File: src/logic/ppu_cfg_cfg.svh
// ==========================================================
// config word layout, field widths and target resolution
// codes of the post-processing front end
// ==========================================================

`ifndef PPU_CFG_CFG_SVH
`define PPU_CFG_CFG_SVH

`define PPU_CFG_W 32

// field widths
`define TGT_W        3
`define INTERP_W     2
`define SL_THICK_W   2
`define SL_PROF_W    2
`define SL_STR_W     4
`define SL_STR_EXP_W 8

// config word bit positions
`define TGT_RES    2:0
`define VGA480P    3
`define FORCE60    4
`define FORCE50    5
`define LLM        6
`define PAL_BOXED  7
`define V_INTERP   9:8
`define H_INTERP   11:10
`define HSL_EN     12
`define VSL_EN     13
`define H2V_LINKED 14
`define SL_PER_CH  15
`define HSL_THICK  17:16
`define HSL_PROF   19:18
`define HSL_STR    23:20
`define VSL_THICK  25:24
`define VSL_PROF   27:26
`define VSL_STR    31:28

// target resolution codes
`define TGT_480P   3'd0
`define TGT_720P   3'd1
`define TGT_960P   3'd2
`define TGT_1080P  3'd3
`define TGT_1200P  3'd4
`define TGT_1440P  3'd5
`define TGT_1440WP 3'd6
`define TGT_240P   3'd7

`endif
File: src/logic/ppu_cfg_pkg.sv
// ==========================================================
// types shared by the config and status front end
// ==========================================================

`include "ppu_cfg_cfg.svh"

package ppu_cfg_pkg;

  // raw configuration word as written by the CPU
  typedef logic [`PPU_CFG_W-1:0] cfg_word_t;

  // video info from the input-side detector
  typedef struct packed {
    logic vdata_detected;
    logic palmode;
    logic n64_480i;
  } vinfo_t;

  // output modes, ordered so that 720P and up are the HD modes
  typedef enum logic [3:0] {
    VMODE_240P   = 4'd0,
    VMODE_480P   = 4'd1,
    VMODE_VGA    = 4'd2,
    VMODE_720P   = 4'd3,
    VMODE_960P   = 4'd4,
    VMODE_1080P  = 4'd5,
    VMODE_1200P  = 4'd6,
    VMODE_1440P  = 4'd7,
    VMODE_1440WP = 4'd8
  } vmode_id_t;

  typedef struct packed {
    vmode_id_t id;
    logic      is_50hz;
  } vmode_t;

  // one scanline direction
  typedef struct packed {
    logic                       en;
    logic [`SL_THICK_W-1:0]     thickness;
    logic [`SL_PROF_W-1:0]      profile;
    logic [`SL_STR_EXP_W-1:0]   strength;
  } sl_set_t;

  // status word read back by the CPU
  typedef struct packed {
    logic              vdata_detected;
    logic              palmode;
    logic              interlaced;
    logic              force50;
    logic              force60;
    logic              vga480p;
    logic [`TGT_W-1:0] resolution;
    logic              llm;
    logic              pal_boxed;
    logic              sl_per_channel;
  } ppu_state_t;

endpackage

File: src/logic/ppu_cfg_top.sv
// ==========================================================
// config and status front end, top level
// ==========================================================

`timescale 1ns/1ps
`include "ppu_cfg_cfg.svh"

module ppu_cfg_top
  import ppu_cfg_pkg::*;
(
  input  logic                 N64_CLK_i,
  input  logic                 arst_n_i,

  // asynchronous inputs
  input  cfg_word_t            config_word_i,
  input  vinfo_t               vinfo_i,
  input  logic                 scaler_nresync_i,

  // output mode
  output vmode_t               vmode_o,
  output logic                 active_vsync_o,
  output logic                 active_hsync_o,

  // scanlines and interpolation
  output sl_set_t              vsl_o,
  output sl_set_t              hsl_o,
  output logic [`INTERP_W-1:0] v_interp_o,
  output logic [`INTERP_W-1:0] h_interp_o,
  output logic                 sl_per_channel_o,

  // status and scaler control
  output ppu_state_t           ppu_state_o,
  output logic                 scaler_nrst_o
);

  cfg_word_t cfg_s;
  vinfo_t    vinfo_s;

  // ========================================================
  // synchronizers
  // ========================================================

  cfg_sync #(
    .payload_t(cfg_word_t)
  ) sync_cfg (
    .N64_CLK_i(N64_CLK_i),
    .arst_n_i (arst_n_i),
    .d_i      (config_word_i),
    .q_o      (cfg_s)
  );

  cfg_sync #(
    .payload_t(vinfo_t)
  ) sync_vinfo (
    .N64_CLK_i(N64_CLK_i),
    .arst_n_i (arst_n_i),
    .d_i      (vinfo_i),
    .q_o      (vinfo_s)
  );

  // ========================================================
  // resolvers
  // ========================================================

  video_mode_select mode_select_u (
    .N64_CLK_i     (N64_CLK_i),
    .arst_n_i      (arst_n_i),
    .cfg_i         (cfg_s),
    .palmode_i     (vinfo_s.palmode),
    .vmode_o       (vmode_o),
    .active_vsync_o(active_vsync_o),
    .active_hsync_o(active_hsync_o)
  );

  scanline_cfg scanline_u (
    .N64_CLK_i       (N64_CLK_i),
    .arst_n_i        (arst_n_i),
    .cfg_i           (cfg_s),
    .vsl_o           (vsl_o),
    .hsl_o           (hsl_o),
    .v_interp_o      (v_interp_o),
    .h_interp_o      (h_interp_o),
    .sl_per_channel_o(sl_per_channel_o)
  );

  ppu_state_collect state_u (
    .N64_CLK_i       (N64_CLK_i),
    .arst_n_i        (arst_n_i),
    .cfg_i           (cfg_s),
    .vinfo_i         (vinfo_s),
    .scaler_nresync_i(scaler_nresync_i),
    .ppu_state_o     (ppu_state_o),
    .scaler_nrst_o   (scaler_nrst_o)
  );

endmodule

File: src/logic/ppu_state_collect.sv
// ==========================================================
// status word for the CPU and scaler reset generation
// ==========================================================

`timescale 1ns/1ps
`include "ppu_cfg_cfg.svh"

module ppu_state_collect
  import ppu_cfg_pkg::*;
(
  input  logic       N64_CLK_i,
  input  logic       arst_n_i,
  input  cfg_word_t  cfg_i,
  input  vinfo_t     vinfo_i,
  input  logic       scaler_nresync_i,
  output ppu_state_t ppu_state_o,
  output logic       scaler_nrst_o
);

  ppu_state_t state_d;
  logic [1:0] palmode_hist;
  logic [1:0] vdet_hist;
  logic       n_pal_change;
  logic       n_vdet_change;

  // ========================================================
  // status word
  // ========================================================

  always_comb begin
    state_d.vdata_detected = vinfo_i.vdata_detected;
    state_d.palmode        = vinfo_i.palmode;
    state_d.interlaced     = vinfo_i.n64_480i;
    state_d.force50        = cfg_i[`FORCE50];
    state_d.force60        = cfg_i[`FORCE60];
    state_d.vga480p        = cfg_i[`VGA480P];
    state_d.resolution     = cfg_i[`TGT_RES];
    state_d.llm            = cfg_i[`LLM];
    state_d.pal_boxed      = cfg_i[`PAL_BOXED];
    state_d.sl_per_channel = cfg_i[`SL_PER_CH];
  end

  // ========================================================
  // scaler reset on source format change
  // ========================================================

  always_ff @(posedge N64_CLK_i or negedge arst_n_i) begin
    if (!arst_n_i) begin
      ppu_state_o   <= '0;
      palmode_hist  <= '0;
      vdet_hist     <= '0;
      // held low in reset, released on the first edge after
      n_pal_change  <= 1'b0;
      n_vdet_change <= 1'b0;
    end else begin
      ppu_state_o   <= state_d;
      palmode_hist  <= {palmode_hist[0], vinfo_i.palmode};
      vdet_hist     <= {vdet_hist[0], vinfo_i.vdata_detected};
      n_pal_change  <= ~^palmode_hist;
      n_vdet_change <= ~^vdet_hist;
    end
  end

  // resync request acts without a clock
  assign scaler_nrst_o = n_pal_change & n_vdet_change & scaler_nresync_i;

endmodule

File: src/logic/scanline_cfg.sv
// ==========================================================
// scanline sets and interpolation modes
// ==========================================================

`timescale 1ns/1ps
`include "ppu_cfg_cfg.svh"

module scanline_cfg
  import ppu_cfg_pkg::*;
(
  input  logic                 N64_CLK_i,
  input  logic                 arst_n_i,
  input  cfg_word_t            cfg_i,
  output sl_set_t              vsl_o,
  output sl_set_t              hsl_o,
  output logic [`INTERP_W-1:0] v_interp_o,
  output logic [`INTERP_W-1:0] h_interp_o,
  output logic                 sl_per_channel_o
);

  // (s+1)*16-1 is just s with a low nibble of ones
  function automatic logic [`SL_STR_EXP_W-1:0] expand_str(input logic [`SL_STR_W-1:0] s);
    return {s, 4'hf};
  endfunction

  sl_set_t hsl_d;
  sl_set_t vsl_d;
  logic    tgt_240p;

  assign tgt_240p = (cfg_i[`TGT_RES] == `TGT_240P);

  always_comb begin
    hsl_d.en        = cfg_i[`HSL_EN];
    hsl_d.thickness = cfg_i[`HSL_THICK];
    hsl_d.profile   = cfg_i[`HSL_PROF];
    hsl_d.strength  = expand_str(cfg_i[`HSL_STR]);

    // enable stays per direction even when linked
    vsl_d.en = cfg_i[`VSL_EN];
    if (cfg_i[`H2V_LINKED]) begin
      vsl_d.thickness = hsl_d.thickness;
      vsl_d.profile   = hsl_d.profile;
      vsl_d.strength  = hsl_d.strength;
    end else begin
      vsl_d.thickness = cfg_i[`VSL_THICK];
      vsl_d.profile   = cfg_i[`VSL_PROF];
      vsl_d.strength  = expand_str(cfg_i[`VSL_STR]);
    end
  end

  always_ff @(posedge N64_CLK_i or negedge arst_n_i) begin
    if (!arst_n_i) begin
      hsl_o            <= '0;
      vsl_o            <= '0;
      v_interp_o       <= '0;
      h_interp_o       <= '0;
      sl_per_channel_o <= 1'b0;
    end else begin
      hsl_o            <= hsl_d;
      vsl_o            <= vsl_d;
      // 240p is passed through unscaled
      v_interp_o       <= tgt_240p ? '0 : cfg_i[`V_INTERP];
      h_interp_o       <= tgt_240p ? '0 : cfg_i[`H_INTERP];
      sl_per_channel_o <= cfg_i[`SL_PER_CH];
    end
  end

endmodule

File: src/logic/video_mode_select.sv
// ==========================================================
// output video mode, 50 Hz flag and sync polarity
// ==========================================================

`timescale 1ns/1ps
`include "ppu_cfg_cfg.svh"

module video_mode_select
  import ppu_cfg_pkg::*;
(
  input  logic      N64_CLK_i,
  input  logic      arst_n_i,
  input  cfg_word_t cfg_i,
  input  logic      palmode_i,
  output vmode_t    vmode_o,
  output logic      active_vsync_o,
  output logic      active_hsync_o
);

  logic [`TGT_W-1:0] tgt;
  vmode_id_t         mode_id;
  logic              is_50hz;
  logic              hd_sync;

  assign tgt = cfg_i[`TGT_RES];

  // ========================================================
  // mode id from the target code
  // ========================================================

  always_comb begin
    case (tgt)
      `TGT_240P:   mode_id = VMODE_240P;
      `TGT_720P:   mode_id = VMODE_720P;
      `TGT_960P:   mode_id = VMODE_960P;
      `TGT_1080P:  mode_id = VMODE_1080P;
      `TGT_1200P:  mode_id = VMODE_1200P;
      `TGT_1440P:  mode_id = VMODE_1440P;
      `TGT_1440WP: mode_id = VMODE_1440WP;
      // 480p slot doubles as VGA
      `TGT_480P:   mode_id = cfg_i[`VGA480P] ? VMODE_VGA : VMODE_480P;
      default:     mode_id = VMODE_480P;
    endcase
  end

  // ========================================================
  // 50 Hz flag
  // ========================================================

  always_comb begin
    if (cfg_i[`LLM] || (tgt == `TGT_240P)) begin
      // no frame rate conversion possible here, follow the source
      is_50hz = palmode_i;
    end else if (cfg_i[`FORCE60]) begin
      is_50hz = 1'b0;
    end else if (cfg_i[`FORCE50]) begin
      is_50hz = 1'b1;
    end else begin
      is_50hz = palmode_i;
    end
  end

  // HD timings use positive sync
  assign hd_sync = (mode_id >= VMODE_720P);

  always_ff @(posedge N64_CLK_i or negedge arst_n_i) begin
    if (!arst_n_i) begin
      vmode_o.id      <= VMODE_240P;
      vmode_o.is_50hz <= 1'b0;
      active_vsync_o  <= 1'b0;
      active_hsync_o  <= 1'b0;
    end else begin
      vmode_o.id      <= mode_id;
      vmode_o.is_50hz <= is_50hz;
      active_vsync_o  <= hd_sync;
      active_hsync_o  <= hd_sync;
    end
  end

endmodule

File: src/logic/cfg_sync.sv
// ==========================================================
// two-flop synchronizer for an arbitrary payload type
// ==========================================================

`timescale 1ns/1ps

module cfg_sync #(
  parameter type payload_t = logic
) (
  input  logic     N64_CLK_i,
  input  logic     arst_n_i,
  input  payload_t d_i,
  output payload_t q_o
);

  // first stage may go metastable, only q_o is used downstream
  payload_t meta_q;

  always_ff @(posedge N64_CLK_i or negedge arst_n_i) begin
    if (!arst_n_i) begin
      meta_q <= '0;
      q_o    <= '0;
    end else begin
      meta_q <= d_i;
      q_o    <= meta_q;
    end
  end

endmodule

File: config.mk
export PLATFORM = sky130hd
export DESIGN_NAME = ppu_cfg_top
export DESIGN_NICKNAME = d
export VERILOG_FILES = /design/src/logic/ppu_cfg_pkg.sv /design/src/logic/ppu_cfg_top.sv /design/src/logic/ppu_state_collect.sv /design/src/logic/scanline_cfg.sv /design/src/logic/video_mode_select.sv /design/src/logic/cfg_sync.sv
export VERILOG_INCLUDE_DIRS = /design/src /design/src/logic
export SDC_FILE = /design/constraint.sdc
export NUM_CORES = 1
export LEC_CHECK = 0
export BUFFER_PORTS_ARGS = -buffer_cell sky130_fd_sc_hd__buf_2
export CAP_MARGIN = 10
export CORE_ASPECT_RATIO = 0.8
export CORE_MARGIN = 2
export CORE_UTILIZATION = 44
export CTS_CLUSTER_SIZE = 8
export DETAILED_ROUTE_END_ITERATION = 10
export GPL_TIMING_DRIVEN = 0
export PLACE_DENSITY = 0.68
export SYNTH_ARGS = -nofsm -noshare
export SYNTH_HDL_FRONTEND = slang
export SYNTH_SLANG_ARGS = --single-unit
File: constraint.sdc
create_clock -name N64_CLK_i -period 1.24 [get_ports N64_CLK_i]
set_clock_uncertainty 0.1 [all_clocks]
set_input_delay 0.124 -clock N64_CLK_i [delete_from_list [all_inputs] [get_ports N64_CLK_i]]
set_output_delay 0.124 -clock N64_CLK_i [all_outputs]
set_load 0.01 [all_outputs]
==> run summary, run 1 <==
Critical Path Start = scanline_u.vsl_o[3]
Critical Path Start Type = flop
RSZ-0062 raised after global routing = yes
Number of remaining DRC errors = 0
Yosys warnings = 0
Top achievable clock speed = 0.6991 GHz
Maximum clock path buffer count = 2
DIE AREA = 7983 sq um
Gr ovfl total = 0
Netlist Area Pre-Place = 3203 sq um
Ports = 89
CP Capture Point = vsl_o[1]
Post-route non-filler standard cell count = 404
Place WS = 0.1196 ns
Crit Path Category = flop to primary output
Synth top area cells = dfrtp_1 90%, buf_4 2.8%, mux2_1 1.4%
#FFs+latches synth = 115
Ratio of cells with drive above 1 in the final layout = 0.4479
FP Rows = 27
Critical path required time = 1.02 ns
Worst hold path class = input port to async pin
Slack of the worst reg-to-reg path = 0.09 ns
Max-cap violations = 0
Sequential share of power = 0.450
ANT cells = 0
Clock latency on the worst-skew pair = 0.49 ns
Lkg Pwr = 0.002311 uW
Pint = 7049 uW
Critical path, cell by cell = buf_4 -> buf_2
Input/output buffers = 88
First-pass DRT Iterations = 4
Die W = 99.39 um
Clock sinks = 115
Die Height = 80.32 um
Status = complete, but fails checks
FFs w/ async S/R, synth = 1.000
Util after Layout = 0.6888
Vias = 1683
CTS tree = yes
Most frequent cell after synthesis = dfrtp_1
WL final = 5238 um
Post-synth EDFFs = 0
P&R area growth vs syn = 49.65%
Cell Pwr Density = 1871 nW/um^2
CTS Root Cell = clkbuf_8
Slowest stage delay, CP = 0.45 ns
Least-Margin Pin Slew = 0.5956 ns
Gp weighted congestion = 0.6650
Sw Pwr = 1917 uW
IR Drop Worst-Case VDD = 0.001424 V
Failing checks = setup timing
Final Hold Viols = 0
Synth cell types = 19
Post-synth top flop = dfrtp_1
Vias in the first global route = 1853
Setup ws final = -0.1905 ns
Final period util = 1.154
Initial Utilization = 0.4603
Post-synth top area share = 0.8984
Total power = 8966 uW
Clock Pin Slew Worst Setup and Hold Paths = 0.06 ns
Post-Syn Instances = 159
Min Tclk post-route = 1.430 ns
Via/cell ratio = 4.166
Reg2reg start = sync_cfg.q_o[14]
Top cell types by occurrence after synthesis = 115 x dfrtp_1, 12 x buf_4, 4 x and2_1, 4 x mux2_1, 4 x mux2_2
Wirelength per Cell = 12.97 um
R2R Path End = scanline_u.vsl_o[5]
Post-DP HPWL = 2810 um
Final setup viols = 13
Antenna-violating nets left = 0
Critical Path Fanout Max = 8
Num CTS Buffers = 17
Worst slew margin = 0.6030
H-tree levels = 4
Pin count of the biggest net entering global routing = 69
Synthesized area per cell = 20.15 sq um
Worst R2R Path Depth = 2
First-pass GRT wire length = 8769 um
Fin Hold WS = 0.1064 ns
GRT Util Overall = 0.1525
Comb pwr share = 0.057
Initial antenna violation count = 0
Critical path's slowest cell = dfrtp_2
Critical path endpoint category = primary output
Switch share = 0.2138
Net Count, Synth = 197
First DRT Iteration DRCs = 23
Post-synthesis sequential area ratio = 0.8984
Core Area = 6959 sq um
# nets final = 342
# placed instances = 335
CP arrival = 1.21 ns
Most area-hungry cell type in the Yosys netlist = dfrtp_1
Clk pwr share = 0.494
Slew Viols, Final = 0
==> worst min-delay path by stage <==
stage                      startpoint                            to  slack [ns]  depth (start not counted)
floorplan                    arst_n_i  mode_select_u.active_vsync_o       -0.27                          0
global placement    config_word_i[14]           sync_cfg.meta_q[14]        0.13                          1
detailed placement  config_word_i[27]           sync_cfg.meta_q[27]        0.13                          1
CTS                 config_word_i[19]           sync_cfg.meta_q[19]        0.14                          2
global route                 arst_n_i           sync_cfg.meta_q[27]        0.14                          2
finish                       arst_n_i           sync_cfg.meta_q[27]        0.11                          2
==> worst max-delay path, delay by kind of cell (launching register included) <==
| kind | cells | cell delay [ns] |
|---|---|---|
| flip-flops | 1 | 0.45 |
| buffers and inverters | 2 | 0.28 |
==> routing by layer <==
| layer | routed length (um) | global-route usage | vias up |
|---|---|---|---|
| li1 | - | - | 788 |
| met1 | 2157 | 0.1761 | 823 |
| met2 | 2726 | 0.2466 | 68 |
| met3 | 327 | 0.06353 | 4 |
| met4 | 27 | 0.07808 | 0 |
| met5 | 0 | 0 | - |
==> cells in the final DEF (no fill, tap or decap), drive strengths merged <==
cell	n
dlygate4sd3	36
and2	4
a21oi	2
and3	1
buf	104
nor3	2
clkinvlp	4
nand3	1
a31oi	1
clkinv	6
bufinv	1
nand2	2
dfrtp	115
inv	2
o31ai	1
conb	1
nor2	3
clkbuf	20
xnor2	2
xor2	1
mux2	8
==> stage by stage <==
step | instance area, sq um | setup TNS [ns]
after CTS | 4751 | -2.119
after global placement | 3752 | -138.54
final | 4793 | -1.613
after detailed placement | 3782 | 0
after floorplan | 3203 | 0
after global routing | 4793 | -3.053
==> what timing repair did <==
action                     CTS  global route
buffers inserted             2             1
resized for setup            9             6
hold endpoints to repair   102             0
pin swaps                    1             1
setup endpoints to repair   24            93
hold buffers                36             0
==> registers in the layout, indices dropped and copies added (netlist names), 2 cells and up <==
| register | flops |
|---|---|
| mode_select_u.vmode_o | 5 |
| scanline_u.h_interp_o | 2 |
| scanline_u.hsl_o | 9 |
| scanline_u.v_interp_o | 2 |
| scanline_u.vsl_o | 10 |
| state_u.palmode_hist | 2 |
| state_u.ppu_state_o | 10 |
| state_u.vdet_hist | 2 |
| sync_cfg.meta_q | 32 |
| sync_cfg.q_o | 32 |
| sync_vinfo.meta_q | 3 |
| sync_vinfo.q_o | 3 |
==> kinds of logic after synthesis <==
logic type / synth area share
AOI/OAI and AO/OA: 0.009375
other: 0.001171
DFF: 0.8984
xor gates and xnor gates: 0.008205
buffers and inverters: 0.03437
muxes: 0.02812
and+or+nand+nor: 0.02031
==> power groups by stage <==
| stage | sequential, uW | combinational [uW] | clock [uW] |
|---|---|---|---|
| floorplan | 4120 | 98.6 | 0 |
| global placement | 4090 | 371 | 0 |
| detailed placement | 4090 | 392 | 0 |
| CTS | 4030 | 499 | 4500 |
| global route | 4050 | 563 | 4710 |
| finish | 4030 | 509 | 4430 |
==> area by class of cell <==
| class | instances | area, sq um |
|---|---|---|
| sequential | 115 | 2879 |
| fill | 467 | 2166 |
| timing repair buffer | 128 | 925.9 |
| clock buffer | 20 | 455.4 |
| multi-input combinational | 29 | 215.2 |
| tap | 87 | 108.9 |
| clock inverter | 12 | 106.4 |
| buffer | 12 | 98.84 |
| inverter | 1 | 3.754 |
No activity file was read; power rests on OpenSTA's default activity.
==> run 2, diff against run 1 <==
--- a/config.mk
+++ b/config.mk
@@ -15,6 +15,7 @@
 export DETAILED_ROUTE_END_ITERATION = 10
 export GPL_TIMING_DRIVEN = 0
 export PLACE_DENSITY = 0.68
+export REMOVE_ABC_BUFFERS = 1
 export SYNTH_ARGS = -nofsm -noshare
 export SYNTH_HDL_FRONTEND = slang
 export SYNTH_SLANG_ARGS = --single-unit
==> run 2 against run 1 <==
  * The run still ends with setup timing left
  * Critical path type unchanged
  * Worst setup slack better by 0.075 ns
  * Total power is 3.8% higher
  * Clock power is 8.1% higher
  * Worst hold slack worse by 0.069 ns
  * Non-clock buffer count is 11 lower
  * Sequential share of layout area is 0.76 points higher
==> run summary, run 2 (same netlist as run 1, synthesis figures left out) <==
Input/output buffers = 88
Min Tclk post-route = 1.355 ns
Top achievable clock speed = 0.7378 GHz
Clock sinks = 115
Final period util = 1.093
Vias = 1626
Placed instance area = 3676 sq um
Crit Path Category = flop to primary output
Num CTS Buffers = 17
Status = complete, but fails checks
CP arrival = 1.13 ns
Core Area = 6959 sq um
Worst slew margin = 0.6592
FP Rows = 27
Final setup viols = 12
Lkg Pwr = 0.002267 uW
RSZ-0062 raised after global routing = yes
Critical Path Start Type = flop
Critical Path Fanout Max = 1
Wirelength per Cell = 12.83 um
Die W = 99.39 um
Antenna-violating nets left = 0
Ratio of cells with drive above 1 in the final layout = 0.4164
H-tree levels = 4
P&R area growth vs syn = 47.77%
First-pass DRT Iterations = 4
First-pass GRT wire length = 7831 um
Setup ws final = -0.1154 ns
Leading registers by flop count = sync_cfg.meta_q: 32 flops, sync_cfg.q_o: 32 flops
Ports = 89
First DRT Iteration DRCs = 55
Cell Pwr Density = 1966 nW/um^2
Total power = 9304 uW
Critical path endpoint category = primary output
Most common cell after layout, fill and taps aside = dfrtp_1
Gp weighted congestion = 0.7275
Failing checks = setup timing
Number of remaining DRC errors = 0
Max-cap violations = 0
Post-DP HPWL = 2989 um
Post-route non-filler standard cell count = 392
Maximum clock path buffer count = 2
CTS Root Cell = clkbuf_8
Die Height = 80.32 um
Sequential cell area = 2879 sq um
ANT cells = 0
Pin count of the biggest net entering global routing = 76
Worst hold path class = input port to async pin
GRT Util Overall = 0.1406
CTS tree = yes
Post-route cell area = 4733 sq um
Initial antenna violation count = 0
Clock Pin Slew Worst Setup and Hold Paths = 0.05 ns
# nets final = 331
Slowest stage delay, CP = 0.35 ns
Slew Viols, Final = 0
FILL cells = 456
Critical path, cell by cell = and3_1 -> buf_2
IR Drop Worst-Case VDD = 0.001321 V
Gr ovfl total = 0
Most frequent cells in the layout = 114 x dfrtp_1, 76 x buf_2, 36 x dlygate4sd3_1
Vias in the first global route = 1721
Area used by multi-input combinational logic = 215.2 sq um
Final Hold Viols = 0
Least-Margin Pin Slew = 0.5112 ns
WL final = 5029 um
Via/cell ratio = 4.148
Clock latency on the worst-skew pair = 0.50 ns
Critical path required time = 1.02 ns
Critical path's slowest cell = dfrtp_1
# placed instances = 321
DIE AREA = 7983 sq um
Initial Utilization = 0.4603
-- run 2: final timing paths --
path                                             end  slack, ns                   from  cells past startpoint
worst max register to register   scanline_u.vsl_o[6]       0.04       sync_cfg.q_o[14]                      1
min in group N64_CLK_i            sync_cfg.meta_q[8]       0.15       config_word_i[8]                      2
worst max-delay path                   scaler_nrst_o      -0.12  state_u.n_vdet_change                      2
worst min register to register  state_u.vdet_hist[0]       0.24      sync_vinfo.q_o[2]                      0
max in group asynchronous        sync_cfg.meta_q[16]       0.29               arst_n_i                      3
worst min-delay path              sync_cfg.meta_q[7]       0.04               arst_n_i                      2
-- run 2: repair_timing --
item	in CTS	in global routing
hold buffers	36	0
pin swaps	1	0
buffers inserted	2	2
endpoints found under the setup margin	30	50
resized for setup	5	7
hold endpoints to repair	150	0
-- run 2: power breakdown --
part	switching (uW)	leakage (uW)	internal, uW
logic	210	0.000642	254
clock network	1510	0.000284	3280
registers	81.9	0.00134	3960
-- run 2: layer usage --
layer  up-vias  part of all wire  wire length, um  GRT usage
met5         -                 0                0          0
met4         0             0.022              110    0.08219
met3        10             0.059              297    0.06963
met2        52              0.55             2744     0.2365
met1       805              0.37             1877     0.1421
li1        759                 -                -          -
-- run 2: worst max-delay path, delay by kind of cell, from the launching register on --
family | cells | cell delay, ns
and+or+nand+nor | 1 | 0.15
DFF | 1 | 0.35
buffers and inverters | 1 | 0.13
-- run 2: cell type report --
type                    instances  area share
repair buffers                129      0.1964
flip-flops and latches        115      0.6082
multi-input cells              29     0.04547
well taps                      87     0.02300
clock buffers                  21     0.09278
inverters                       1   0.0007930
clock inverters                10     0.03331
-- run 2: stage by stage --
stage | setup TNS (ns) | hold WS (ns) | worst slack, ns | utilization
3_3_place_gp | -141.80 | 0.1322 | -1.240 | 0.5239
4_1_cts | -1.157 | 0.04108 | -0.1392 | 0.6724
5_1_grt | -2.177 | 0.08290 | -0.1627 | 0.6802
2_1_floorplan | 0 | -0.2716 | 0.2042 | -
6_report | -0.8077 | 0.03761 | -0.1154 | 0.6802
3_5_place_dp | 0 | 0.03007 | 0.05028 | 0.5282
